$ cat src/design/gameScreensPkg.sv
// Game screen flow package.
// Coordinate type, screen codes, button structs and the default button geometry.

`default_nettype none

package gameScreensPkg;

    ////////////////////////////////
    // Types
    ////////////////////////////////

    // Pixel coordinate on the VGA screen.
    typedef logic [11:0] coord_t;

    // One-hot screen codes.
    typedef enum logic [3:0] {
        startScreen = 4'b0001,
        gameScreen  = 4'b0010,
        endScreen   = 4'b0100,
        releaseWait = 4'b1000  // Waits for left release after leaving the end screen.
    } screen_t;

    // Mouse button levels.
    typedef struct packed {
        logic left;
        logic right;
    } mouseButtons_t;

    // Pointer over the upper or lower on-screen button.
    typedef struct packed {
        logic upperHit;
        logic lowerHit;
    } buttonHits_t;

    ////////////////////////////////
    // Default button geometry
    ////////////////////////////////

    // Both buttons share one column, centred on an 800x600 screen.
    localparam coord_t defaultButtonX      = 12'd300;
    localparam coord_t defaultUpperButtonY = 12'd200;
    localparam coord_t defaultLowerButtonY = 12'd350;

    // Shared size, added to the edge for the far bound.
    localparam coord_t defaultButtonWidth  = 12'd200;
    localparam coord_t defaultButtonHeight = 12'd80;

endpackage

`default_nettype wire

$ cat src/design/buttonHitTest.sv
// Button hit test.
// Two-stage pipelined check of the pointer against the upper and lower button rectangles.

`default_nettype none

module buttonHitTest #(
    parameter gameScreensPkg::coord_t buttonX      = 12'd0,
    parameter gameScreensPkg::coord_t upperButtonY = 12'd0,
    parameter gameScreensPkg::coord_t lowerButtonY = 12'd0,
    parameter gameScreensPkg::coord_t buttonWidth  = 12'd1,
    parameter gameScreensPkg::coord_t buttonHeight = 12'd1
) (
    input  logic                        clk,
    input  logic                        rst,
    input  gameScreensPkg::coord_t      xpos,
    input  gameScreensPkg::coord_t      ypos,
    output gameScreensPkg::buttonHits_t hits
);

    import gameScreensPkg::*;

    // Far edges, inclusive.
    localparam coord_t buttonRight = buttonX + buttonWidth;
    localparam coord_t upperBottom = upperButtonY + buttonHeight;
    localparam coord_t lowerBottom = lowerButtonY + buttonHeight;

    logic inColumn;
    logic inUpperRows;
    logic inLowerRows;

    logic inColumnNext;
    logic inUpperRowsNext;
    logic inLowerRowsNext;

    ////////////////////////////////
    // Stage one
    ////////////////////////////////

    always_comb begin
        inColumnNext    = (xpos >= buttonX) && (xpos <= buttonRight);
        inUpperRowsNext = (ypos >= upperButtonY) && (ypos <= upperBottom);
        inLowerRowsNext = (ypos >= lowerButtonY) && (ypos <= lowerBottom);
    end

    always_ff @(posedge clk) begin
        if (rst) begin
            inColumn    <= 1'b0;
            inUpperRows <= 1'b0;
            inLowerRows <= 1'b0;
        end else begin
            inColumn    <= inColumnNext;
            inUpperRows <= inUpperRowsNext;
            inLowerRows <= inLowerRowsNext;
        end
    end

    ////////////////////////////////
    // Stage two
    ////////////////////////////////

    always_ff @(posedge clk) begin
        if (rst) begin
            hits <= '0;
        end else begin
            hits.upperHit <= inColumn && inUpperRows;
            hits.lowerHit <= inColumn && inLowerRows;  // Same column for both buttons.
        end
    end

endmodule

`default_nettype wire

$ cat src/design/gameScreens.sv
// Game screen flow controller.
// Hit test and button synchronizer run side by side and feed the screen state machine.

`default_nettype none

module gameScreens #(
    parameter gameScreensPkg::coord_t buttonX      = gameScreensPkg::defaultButtonX,
    parameter gameScreensPkg::coord_t upperButtonY = gameScreensPkg::defaultUpperButtonY,
    parameter gameScreensPkg::coord_t lowerButtonY = gameScreensPkg::defaultLowerButtonY,
    parameter gameScreensPkg::coord_t buttonWidth  = gameScreensPkg::defaultButtonWidth,
    parameter gameScreensPkg::coord_t buttonHeight = gameScreensPkg::defaultButtonHeight
) (
    input  logic                    clk,
    input  logic                    rst,
    input  gameScreensPkg::coord_t  xpos,
    input  gameScreensPkg::coord_t  ypos,
    input  logic                    mouseLeft,
    input  logic                    mouseRight,
    output gameScreensPkg::screen_t screen
);

    import gameScreensPkg::*;

    buttonHits_t   hits;     // Two cycles behind xpos and ypos.
    mouseButtons_t buttons;  // Two cycles behind the mouse levels.

    buttonHitTest #(
        .buttonX      (buttonX),
        .upperButtonY (upperButtonY),
        .lowerButtonY (lowerButtonY),
        .buttonWidth  (buttonWidth),
        .buttonHeight (buttonHeight)
    ) i_buttonHitTest (
        .clk  (clk),
        .rst  (rst),
        .xpos (xpos),
        .ypos (ypos),
        .hits (hits)
    );

    mouseButtonSync i_mouseButtonSync (
        .clk        (clk),
        .rst        (rst),
        .mouseLeft  (mouseLeft),
        .mouseRight (mouseRight),
        .buttons    (buttons)
    );

    screenStateMachine i_screenStateMachine (
        .clk     (clk),
        .rst     (rst),
        .hits    (hits),
        .buttons (buttons),
        .screen  (screen)
    );

endmodule

`default_nettype wire

$ cat src/design/mouseButtonSync.sv
// Mouse button synchronizer.
// Two flip-flop stages bring the left and right button levels into the clk domain.

`default_nettype none

module mouseButtonSync (
    input  logic                          clk,
    input  logic                          rst,
    input  logic                          mouseLeft,
    input  logic                          mouseRight,
    output gameScreensPkg::mouseButtons_t buttons
);

    import gameScreensPkg::*;

    mouseButtons_t rawButtons;
    mouseButtons_t metaStage;  // First flop, may go metastable.

    always_comb begin
        rawButtons.left  = mouseLeft;
        rawButtons.right = mouseRight;
    end

    ////////////////////////////////
    // Synchronizer chain
    ////////////////////////////////

    always_ff @(posedge clk) begin
        if (rst) begin
            metaStage <= '0;
        end else begin
            metaStage <= rawButtons;
        end
    end

    // Second flop gives the same latency as the hit test.
    always_ff @(posedge clk) begin
        if (rst) begin
            buttons <= '0;
        end else begin
            buttons <= metaStage;
        end
    end

endmodule

`default_nettype wire

$ cat src/design/screenStateMachine.sv
// Screen state machine.
// Picks the one-hot game screen from the button hits and the synchronized mouse buttons.

`default_nettype none

module screenStateMachine (
    input  logic                          clk,
    input  logic                          rst,
    input  gameScreensPkg::buttonHits_t   hits,
    input  gameScreensPkg::mouseButtons_t buttons,
    output gameScreensPkg::screen_t       screen
);

    import gameScreensPkg::*;

    screen_t nextScreen;

    logic anyHit;
    logic pressUpper;
    logic pressLower;

    ////////////////////////////////
    // Press qualifiers
    ////////////////////////////////

    always_comb begin
        anyHit     = hits.upperHit || hits.lowerHit;
        pressUpper = buttons.left && hits.upperHit;
        pressLower = buttons.left && hits.lowerHit;
    end

    ////////////////////////////////
    // Next state
    ////////////////////////////////

    always_comb begin
        nextScreen = screen;  // Hold by default.

        case (screen)
            startScreen: begin
                if (buttons.left && anyHit) begin
                    nextScreen = gameScreen;
                end
            end

            gameScreen: begin
                // Only the right button ends the game.
                if (buttons.right) begin
                    nextScreen = endScreen;
                end
            end

            endScreen: begin
                if (pressUpper) begin
                    nextScreen = releaseWait;
                end else if (pressLower) begin
                    nextScreen = gameScreen;  // Restart.
                end
            end

            releaseWait: begin
                // Keeps the same press from starting a new game.
                if (!buttons.left) begin
                    nextScreen = startScreen;
                end
            end

            default: begin
                nextScreen = screen;
            end
        endcase
    end

    ////////////////////////////////
    // State register
    ////////////////////////////////

    // The register drives the output directly.
    always_ff @(posedge clk) begin
        if (rst) begin
            screen <= startScreen;
        end else begin
            screen <= nextScreen;
        end
    end

endmodule

`default_nettype wire

$ cat config.mk
export PLATFORM = sky130hd
export DESIGN_NAME = gameScreens
export DESIGN_NICKNAME = d
export VERILOG_FILES = /design/src/design/gameScreensPkg.sv /design/src/design/buttonHitTest.sv /design/src/design/gameScreens.sv /design/src/design/mouseButtonSync.sv /design/src/design/screenStateMachine.sv
export SDC_FILE = /design/constraint.sdc
export NUM_CORES = 1
export LEC_CHECK = 0
export BUFFER_PORTS_ARGS = -buffer_cell sky130_fd_sc_hd__buf_2
export CORE_AREA = 2 2 43 45
export DETAILED_ROUTE_END_ITERATION = 16
export DIE_AREA = 0 0 45 47
export HOLD_SLACK_MARGIN = 0.05
export PLACE_DENSITY = 0.76
export SLEW_MARGIN = 20
export SYNTH_ARGS = -nofsm -noshare
export SYNTH_HDL_FRONTEND = slang
export SYNTH_SLANG_ARGS = --single-unit
$ cat constraint.sdc
create_clock -name clk -period 1.2 [get_ports clk]
set_input_delay 0.36 -clock clk [delete_from_list [all_inputs] [get_ports clk]]
set_output_delay 0.36 -clock clk [all_outputs]
set_load 0.05 [all_outputs]
## Word level (Yosys, flattened, before mapping)

Cells that the tools add are included.

| storage, ports and cells | value |
|---|---|
| register bits | 13 |
| bits of input ports | 28 |
| output and inout bits | 4 |
| word-level logic and storage cells | 41 |

| operators by class | value |
|---|---|
| $lt $le $gt $ge | 6 |
| equal/unequal tests | 8 |
| mux-type cells | 6 |
| reduce and logical (&&, ||, !) cells | 11 |

Operators by type and width:

| cell | number |
|---|---|
| less-or-equal comparator 12 x 9 -> 1 bit (second input constant) | 3 |
| greater-or-equal comparator 12 x 9 -> 1 bit (second input constant) | 2 |
| 2-to-1 mux 4 bit | 5 |
| case mux 4 bit (4 select lines) | 1 |
| greater-or-equal comparator 12 x 8 -> 1 bit (second input constant) | 1 |
| logical AND 1 bit | 8 |
| AND reduction 5 bit | 1 |
| == test 4 x 1 -> 1 bit (second input constant) | 1 |
| == test 4 x 2 -> 1 bit (second input constant) | 1 |
| == test 4 x 3 -> 1 bit (second input constant) | 1 |
| == test 4 bit (second input constant) | 1 |
| != test 2 bit (second input constant) | 2 |
| nonzero test 4 bit | 1 |
| != test 3 x 1 -> 1 bit (second input constant) | 1 |
| != test 2 x 1 -> 1 bit (second input constant) | 1 |
| logical OR 1 bit | 1 |

## Depth between registers and ports, before layout

Gate-level depths: netlist (run 1).

| depth | value |
|---|---|
| depth in word-level cells | 4 |
| gate-level depth with buffers | 4 |
| mapped depth without buffers | 4 |

## Modules after synthesis

A second synthesis (run 1) with hierarchy kept.

| unflattened totals | value |
|---|---|
| cell total of the unflattened synthesis | 70 |
| area, all modules | 655.6 µm² |

By module, submodules not included:

| module | instances | cells each | area each (µm²) | sequential area each (µm²) |
|---|---|---|---|---|
| buttonHitTest | 1 | 33 | 276.5 | 100.1 |
| screenStateMachine | 1 | 29 | 274.0 | 80.1 |
| mouseButtonSync | 1 | 8 | 105.1 | 80.1 |

## Worst setup path after synthesis (run 1)

OpenSTA, ideal clock, no wires.

| timing | value |
|---|---|
| path kind | reg2reg |
| from | register i_screenStateMachine.screen[0] |
| to | register i_screenStateMachine.screen[1] |
| setup time | 0.130 ns |
| data arrival time | 1.167 ns |
| data required time | 1.070 ns |
| setup slack | -0.097 ns |
| stages on the path, launching flop included | 5 |
| path buffers | 0 |
| clock period less this slack | 1.297 ns |
| cell sequence | dfxtp_1 -> nand4bb_1 -> o21ai_0 -> a21oi_1 -> nor3_1 |

| between the ends | value |
|---|---|
| word-level cells in the longest chain between the ends | 3 |
| elaborated cells on any way between the ends | 11 |
| classes of those cells | eq/ne: 8; mux: 1; reduce/logical: 2 |

RTL lines:

| item | RTL line | RTL |
|---|---|---|
| start: declaration | screenStateMachine.sv:11 | `output gameScreensPkg::screen_t screen` |
| start signal: assignment | screenStateMachine.sv:81 | `screen <= startScreen;` |
| start signal: assignment | screenStateMachine.sv:83 | `screen <= nextScreen;` |
| == test 4 x 3 -> 1 bit, or another cell as far along | screenStateMachine.sv:39 | `case (screen)` |
| != test 3 x 1 -> 1 bit (no source line), or another cell as far along | n/a |  |
| AND reduction 5 bit (no source line) | n/a |  |

Several ways; a longest one is shown, not always the timed one.
A chain may end at the register's enable or synchronous reset.

## Worst setup path in the final report (run 1)

| timing | value |
|---|---|
| from | register i_screenStateMachine.screen[3] |
| to | output port screen[3] |

RTL lines:

| item | RTL line | RTL |
|---|---|---|
| end: declaration | gameScreens.sv:19 | `output gameScreensPkg::screen_t screen` |

No word-level cell between the ends.

==> metrics.txt, run 1 <==
max_cap viols=0; critical path arrival=0.80 ns; worst slew pin tran=0.366 ns; Top Ports=32; Worst path top cell family by delay=flip-flops; Slowest-stage cell, CP=dfxtp_4; Commonest cells post-synth=dfxtp_1 (13), nor2b_1 (6); Max-slew headroom=between 70% and 80%; GRT Residual Overflow=0; Placed Instances=around 110; Yosys Warn Count=0; EDFF count, synth=0; leading area contributor after synthesis=dfxtp_1; Die Y-Extent=between 40 and 50 µm; Layout Nets=roughly 130; I/O Buffers=31; synthesized area per cell=between 9 and 10 µm²; Worst-Skew Late Latency=~0.27 ns; required time of the critical path=0.84 ns; Setup Skew=roughly 0.0012 ns; layout cell share with drive strength beyond 1=roughly 44%; CTS Root Cell=clkbuf_4; Comb power frac=~12%; Hold WC Path Type=primary input to register; Primary FF master, synth=dfxtp_1; Internal Power=roughly 610 µW; DP Worst Slack=-0.0681 ns; Final WS setup=about 0.043 ns; Mapped Cells=63; H-tree Lvls=1; Clock Power Share=about a third; CTS tree=done; core area=0.00165 mm²; most common cell in the netlist=dfxtp_1; CP Launch Type=register; total CTS buffers=3; maximum net fanout on the critical path=6; filler instances=167; critical path class=register to output pin; CP Buf/Inv Count=1; Max Fclk=slightly below 0.9 GHz; CTS max path bufs=2; initial DRC count=2; RSZ-0062 raised after global routing=no; DRT Pass-1 Iters=3; fin area=around 860 µm²; final setup violation count=0; Starting Density=34.8%; die area=between 0.002 and 0.0025 mm²; DP Area=between 700 and 800 µm²; Diodes inserted=0; largest net degree at the start of global routing=12; # rows=15; clock slew at reported path FFs=about 0.080 ns; Synth cell types=24; clock period minus worst slack=between 1 and 1.5 ns; Synth Cell Area=576 µm²; Setup crit end kind=output pin; detailed-route wire length=1.30 mm; ys async rst share=0%; Die W=about 45 µm; DR WL/cell=around 11 µm; Vias/cell=between 5 and 6; CTS Sinks=13; Max stage delay on crit path=between 0.3 and 0.4 ns; Pwr per Cell Area=916 mW/mm²; crit-path cells=buf_8; global-route wire length before repair=2.20 mm; synth top area cells=dfxtp_1 (45%), nor2b_1 (6.5%), nand4bb_1 (3.9%), a21oi_1 (3.5%), a41o_1 (3.5%); worst vdd ir=between 0.5 and 0.6 mV; vias in the first global route=approximately 560; top-area cell type share of the netlist area=between 40% and 50%; sequential share of the synthesized area=a little under half; fraction of power consumed by sequential logic=about 55%; area growth from synthesis to layout=50.0%; period utilization=96.4%; Final Slew Violations=0; status=finished, final reports clean; Syn Nets=91; Hold Vio Cnt, Final=0; Post-DP HPWL=about 990 µm; setup tns final=0 ns; Remaining DRCs=0; Post-DRT Antenna Nets=0; hold_buf cts=0; non-filler instance count after layout=around 120; LEAKAGE=around 0.39 nW; Tot GR Track Use=14.6%; Placer Congestion=0.826; FF+latch count, synth=13; detailed-route via count=624; Sw Share=23.3%; antenna violations before repair=0; NetSw=about 180 µW
[state kept, by name (all words and copies together), names as in the netlist]
register and flops:
i_buttonHitTest.hits 2, i_buttonHitTest.inColumn 1, i_screenStateMachine.screen 4, i_mouseButtonSync.metaStage 2
i_mouseButtonSync.buttons 2, i_buttonHitTest.inLowerRows 1, i_buttonHitTest.inUpperRows 1
[per-stage QoR]
stage | hold WS, ns | util [%] | power [mW]
final | 0.240 | 52.3 | 0.791
after detailed placement | 0.427 | 46.4 | 0.542
after CTS | 0.229 | 50.4 | 0.809
after floorplan | 0.414 | - | 0.481
after global routing | 0.220 | 52.3 | 0.839
after global placement | 0.418 | 46.4 | 0.537
[path summary, 6_finish.rpt]
check / start / endpoint / slack (ns) / cells after the start
worst max-delay path: i_screenStateMachine.screen[3] / screen[3] / 0.04 / 1
worst min-delay path: xpos[10] / i_buttonHitTest.inColumn / 0.24 / 2
worst max register to register: i_screenStateMachine.screen[2] / i_screenStateMachine.screen[1] / 0.11 / 5
worst min register to register: i_mouseButtonSync.metaStage[0] / i_mouseButtonSync.buttons[0] / 0.44 / 1
[kinds of logic (layout without fill, tap and decap cells)]
logic type / count (synthesis) / count (layout) / share of synthesized area [%]
AOI/OAI and AO/OA: 19 / 19 / 22.6
buffers and inverters: 3 / 42 / 1.96
DFF: 13 / 13 / 45.2
and+or+nand+nor: 28 / 28 / 30.2
[cells in the final DEF (no fill, tap or decap), types with 2 or more instances in the layout]
| cell | Yosys | final |
|---|---|---|
| dfxtp_2 | 0 | 2 |
| nand2_1 | 3 | 3 |
| a21oi_1 | 4 | 4 |
| nand4bb_1 | 2 | 2 |
| buf_4 | 0 | 5 |
| a41o_1 | 2 | 2 |
| buf_2 | 0 | 27 |
| nand2b_1 | 2 | 2 |
| dfxtp_1 | 13 | 8 |
| nor4_1 | 2 | 2 |
| nor2b_1 | 6 | 6 |
| nor2_1 | 4 | 4 |
| o31ai_1 | 2 | 2 |
| dfxtp_4 | 0 | 3 |
| buf_8 | 0 | 3 |
| o21ai_0 | 4 | 3 |
| clkbuf_4 | 0 | 3 |
| a211oi_1 | 2 | 2 |
| nor3_1 | 4 | 4 |
| inv_1 | 2 | 2 |
| and3b_1 | 2 | 2 |
[routing by layer]
layer	up-vias	GRT usage [%]	part of all wire, %
met3	4	5.77	7.4
met5	-	0	0
met4	0	5.29	1.3
met1	275	15.9	45
li1	323	-	-
met2	22	25.7	47
[layout make-up]
cell class / count / area (µm²) / area share, %
clock buffers: 3 / 22.5 / 2.61
clock inverters: 1 / 5.00 / 0.580
inverters: 2 / 7.51 / 0.870
multi-input cells: 47 / 304 / 35.2
flip-flops and latches: 13 / 274 / 31.7
well taps: 17 / 21.3 / 2.46
repair buffers: 36 / 229 / 26.5
[worst reg2reg max path, delay by kind of cell, from the launching register on]
kind | cells | cell delay (ns)
simple gates | 2 | 0.29
flops | 1 | 0.37
buf+inv | 1 | 0.13
compound gates | 2 | 0.22
[repair_timing]
item,in CTS,in global routing
buffers inserted,0,3
pin swaps,0,1
endpoints found under the setup margin,4,5
resized for setup,13,5
[power by group through the flow]
| stage | logic (mW) | registers (mW) | clock network, mW |
|---|---|---|---|
| 2_1_floorplan | 0.0307 | 0.450 | 0 |
| 3_3_place_gp | 0.0859 | 0.451 | 0 |
| 3_5_place_dp | 0.0909 | 0.451 | 0 |
| 4_1_cts | 0.0913 | 0.436 | 0.281 |
| 5_1_grt | 0.103 | 0.435 | 0.301 |
| 6_report | 0.0920 | 0.434 | 0.265 |
Power figures use the tool's default switching activity.
==> inputs of run 2 (changes only) <==
CELL_PAD_IN_SITES_DETAIL_PLACEMENT = 0   (was default)
CELL_PAD_IN_SITES_GLOBAL_PLACEMENT = 2   (was default)
CORE_AREA = 2 2 57 59   (was 2 2 43 45)
DIE_AREA = 0 0 59 61   (was 0 0 45 47)
PLACE_DENSITY = 0.77   (was 0.76)
==> metrics.txt, run 2 (synthesis gave the netlist of run 1 again) <==
CTS max path bufs=2 (unchanged); core area=0.00295 mm² (+79%); Worst path top cell family by delay=flip-flops; failing checks=DRC; DP Area=778 µm² (+1.6%); detailed-route wire length=1.30 mm (-0.54%); DR WL/cell=9.60 µm (-12%); CTS Root Cell=clkbuf_4; Setup crit end kind=output pin; vias in the first global route=534 (-4.8%); Top Ports=32 (unchanged); clock slew at reported path FFs=0.08 ns (about the same); H-tree Lvls=1 (unchanged); Pwr per Cell Area=880 mW/mm² (-4.0%); period utilization=97.1% (+0.70 points); Die W=59 µm (+31%); area growth from synthesis to layout=55.0%; Max Fclk=0.858 GHz (-0.72%); Max-slew headroom=77.3% (+2.0 points); max reg flops=4 (unchanged); required time of the critical path=0.84 ns (about the same); maximum net fanout on the critical path=6 (unchanged); worst slew pin tran=0.336 ns (-0.0301 ns); hold path depth=2 (unchanged); largest net degree at the start of global routing=12 (unchanged); status=finished with violations; clock period minus worst slack=1.17 ns (+0.00841 ns); Worst R2R End=i_screenStateMachine.screen[1]; layout cell share with drive strength beyond 1=45.1% (+0.98 points); total CTS buffers=3 (unchanged); Post-DP HPWL=1.03 mm (+4.3%); Tot GR Track Use=8.02% (-6.6 points); Worst-Skew Late Latency=0.27 ns (about the same); Top reg by flops=i_screenStateMachine.screen; CTS Sinks=13 (unchanged); Die Y-Extent=61 µm (+30%); max_cap viols=0 (unchanged); crit-path cells=buf_8; RSZ-0062 raised after global routing=no; Hold Vio Cnt, Final=0 (unchanged); Starting Density=19.5% (-15 points); commonest non-fill, non-tap cell in the layout=buf_2; Final Slew Violations=0 (unchanged); Post-DRT Antenna Nets=0 (unchanged); Setup Skew=0.000274 ns (-0.000959 ns); CP Buf/Inv Count=1 (unchanged); I/O Buffers=31 (unchanged); Hold WC Path Type=primary input to register; Slowest-stage cell, CP=dfxtp_4; commonest non-fill, non-tap cells in the layout=buf_2 (27), dfxtp_1 (8), nor2b_1 (5), buf_4 (5); Register Area=277 µm² (+0.91%); DRT Pass-1 Iters=9 (+6); # rows=20 (+5); worst vdd ir=0.295 mV (-50%); Layout Nets=131 (unchanged); detailed-route via count=623 (-0.16%); antenna violations before repair=0 (unchanged); Vias/cell=4.61 (-12%); GRT Residual Overflow=0 (unchanged); fin util=30.2% (-22 points); CP Launch Type=register; Reg2Reg Depth=5 (unchanged); hold_buf cts=0 (unchanged); Hold Path End=i_buttonHitTest.inColumn; Max stage delay on crit path=0.38 ns (about the same); area of the multi-input gates=307 µm² (+0.82%); fin area=892 µm² (+3.3%); die area=0.00360 mm² (+70%); critical hold path startpoint=xpos[10]; initial DRC count=13 (+11); Diodes inserted=0 (unchanged); LEAKAGE=0.390 nW (+0.44%); Reg2Reg Launch Point=i_screenStateMachine.screen[2]; critical path arrival=0.81 ns (about the same); final setup violation count=0 (unchanged); global-route wire length before repair=2.20 mm (unchanged); R2R Setup Slk=0.10 ns (about the same); Placer Congestion=0.688 (-17%); filler instances=316 (+89%); CTS tree=done; Remaining DRCs=1 (+1); critical path class=register to output pin
==> run 2: cell count changes in the layout (fill, tap and decap cells not counted) <==
| cell | delta |
|---|---|
| dfxtp_4 | +1 |
| o21ai_0 | +1 |
| dfxtp_2 | -1 |
| buf_6 | -1 |
| nor2b_2 | +1 |
| buf_8 | +1 |
| o21ai_1 | -1 |
| nor2b_1 | -1 |
==> run 2: routing by layer <==
layer / GRT usage, % / vias to the layer above / share of wire (%)
met5: 0 / - / 0
met1: 9.87 / 279 / 44
li1: - / 320 / -
met4: 1.95 / 0 / 0
met2: 12.7 / 24 / 49
met3: 3.84 / 0 / 7.8
==> run 2: what timing repair did <==
| item | CTS | global route |
|---|---|---|
| resized for setup | 15 | 5 |
| endpoints found under the setup margin | 4 | 6 |
| setup buffers | 0 | 4 |
==> run 2: report_power, final <==
group | internal (mW) | switching [mW]
clock | 0.123 | 0.140
sequential | 0.429 | 0.00246
combinational | 0.0515 | 0.0382
==> run 2: cell type report <==
cell class	instances	share of cell area [%]
Clock inverter	1	0.561
Tap cell	33	4.63
Inverter	2	0.842
Multi-Input combinational cell	47	34.4
Sequential cell	13	31.0
Timing Repair Buffer	36	26.1
Clock buffer	3	2.52
==> run 2: worst max-delay path by stage <==
stage,startpoint,to,slack (ns),cells after the start
floorplan,i_screenStateMachine.screen[3],i_screenStateMachine.screen[0],0.002,3
global placement,xpos[11],i_buttonHitTest.inColumn,-0.08,3
detailed placement,xpos[11],i_buttonHitTest.inColumn,-0.08,3
CTS,i_screenStateMachine.screen[1],screen[1],0.002,1
global route,i_screenStateMachine.screen[3],screen[3],0.004,1
finish,i_screenStateMachine.screen[3],screen[3],0.03,1
==> run 2: through the flow <==
step	total power [mW]	std cells	setup slack [ns]	setup TNS, ns	hold WS, ns
2_1_floorplan	0.481	63	0.00187	0	0.414
3_3_place_gp	0.540	127	-0.0774	-0.0774	0.421
3_5_place_dp	0.542	127	-0.0831	-0.0899	0.428
4_1_cts	0.800	131	0.00186	0	0.227
5_1_grt	0.835	135	0.00352	0	0.214
6_report	0.785	135	0.0346	0	0.234
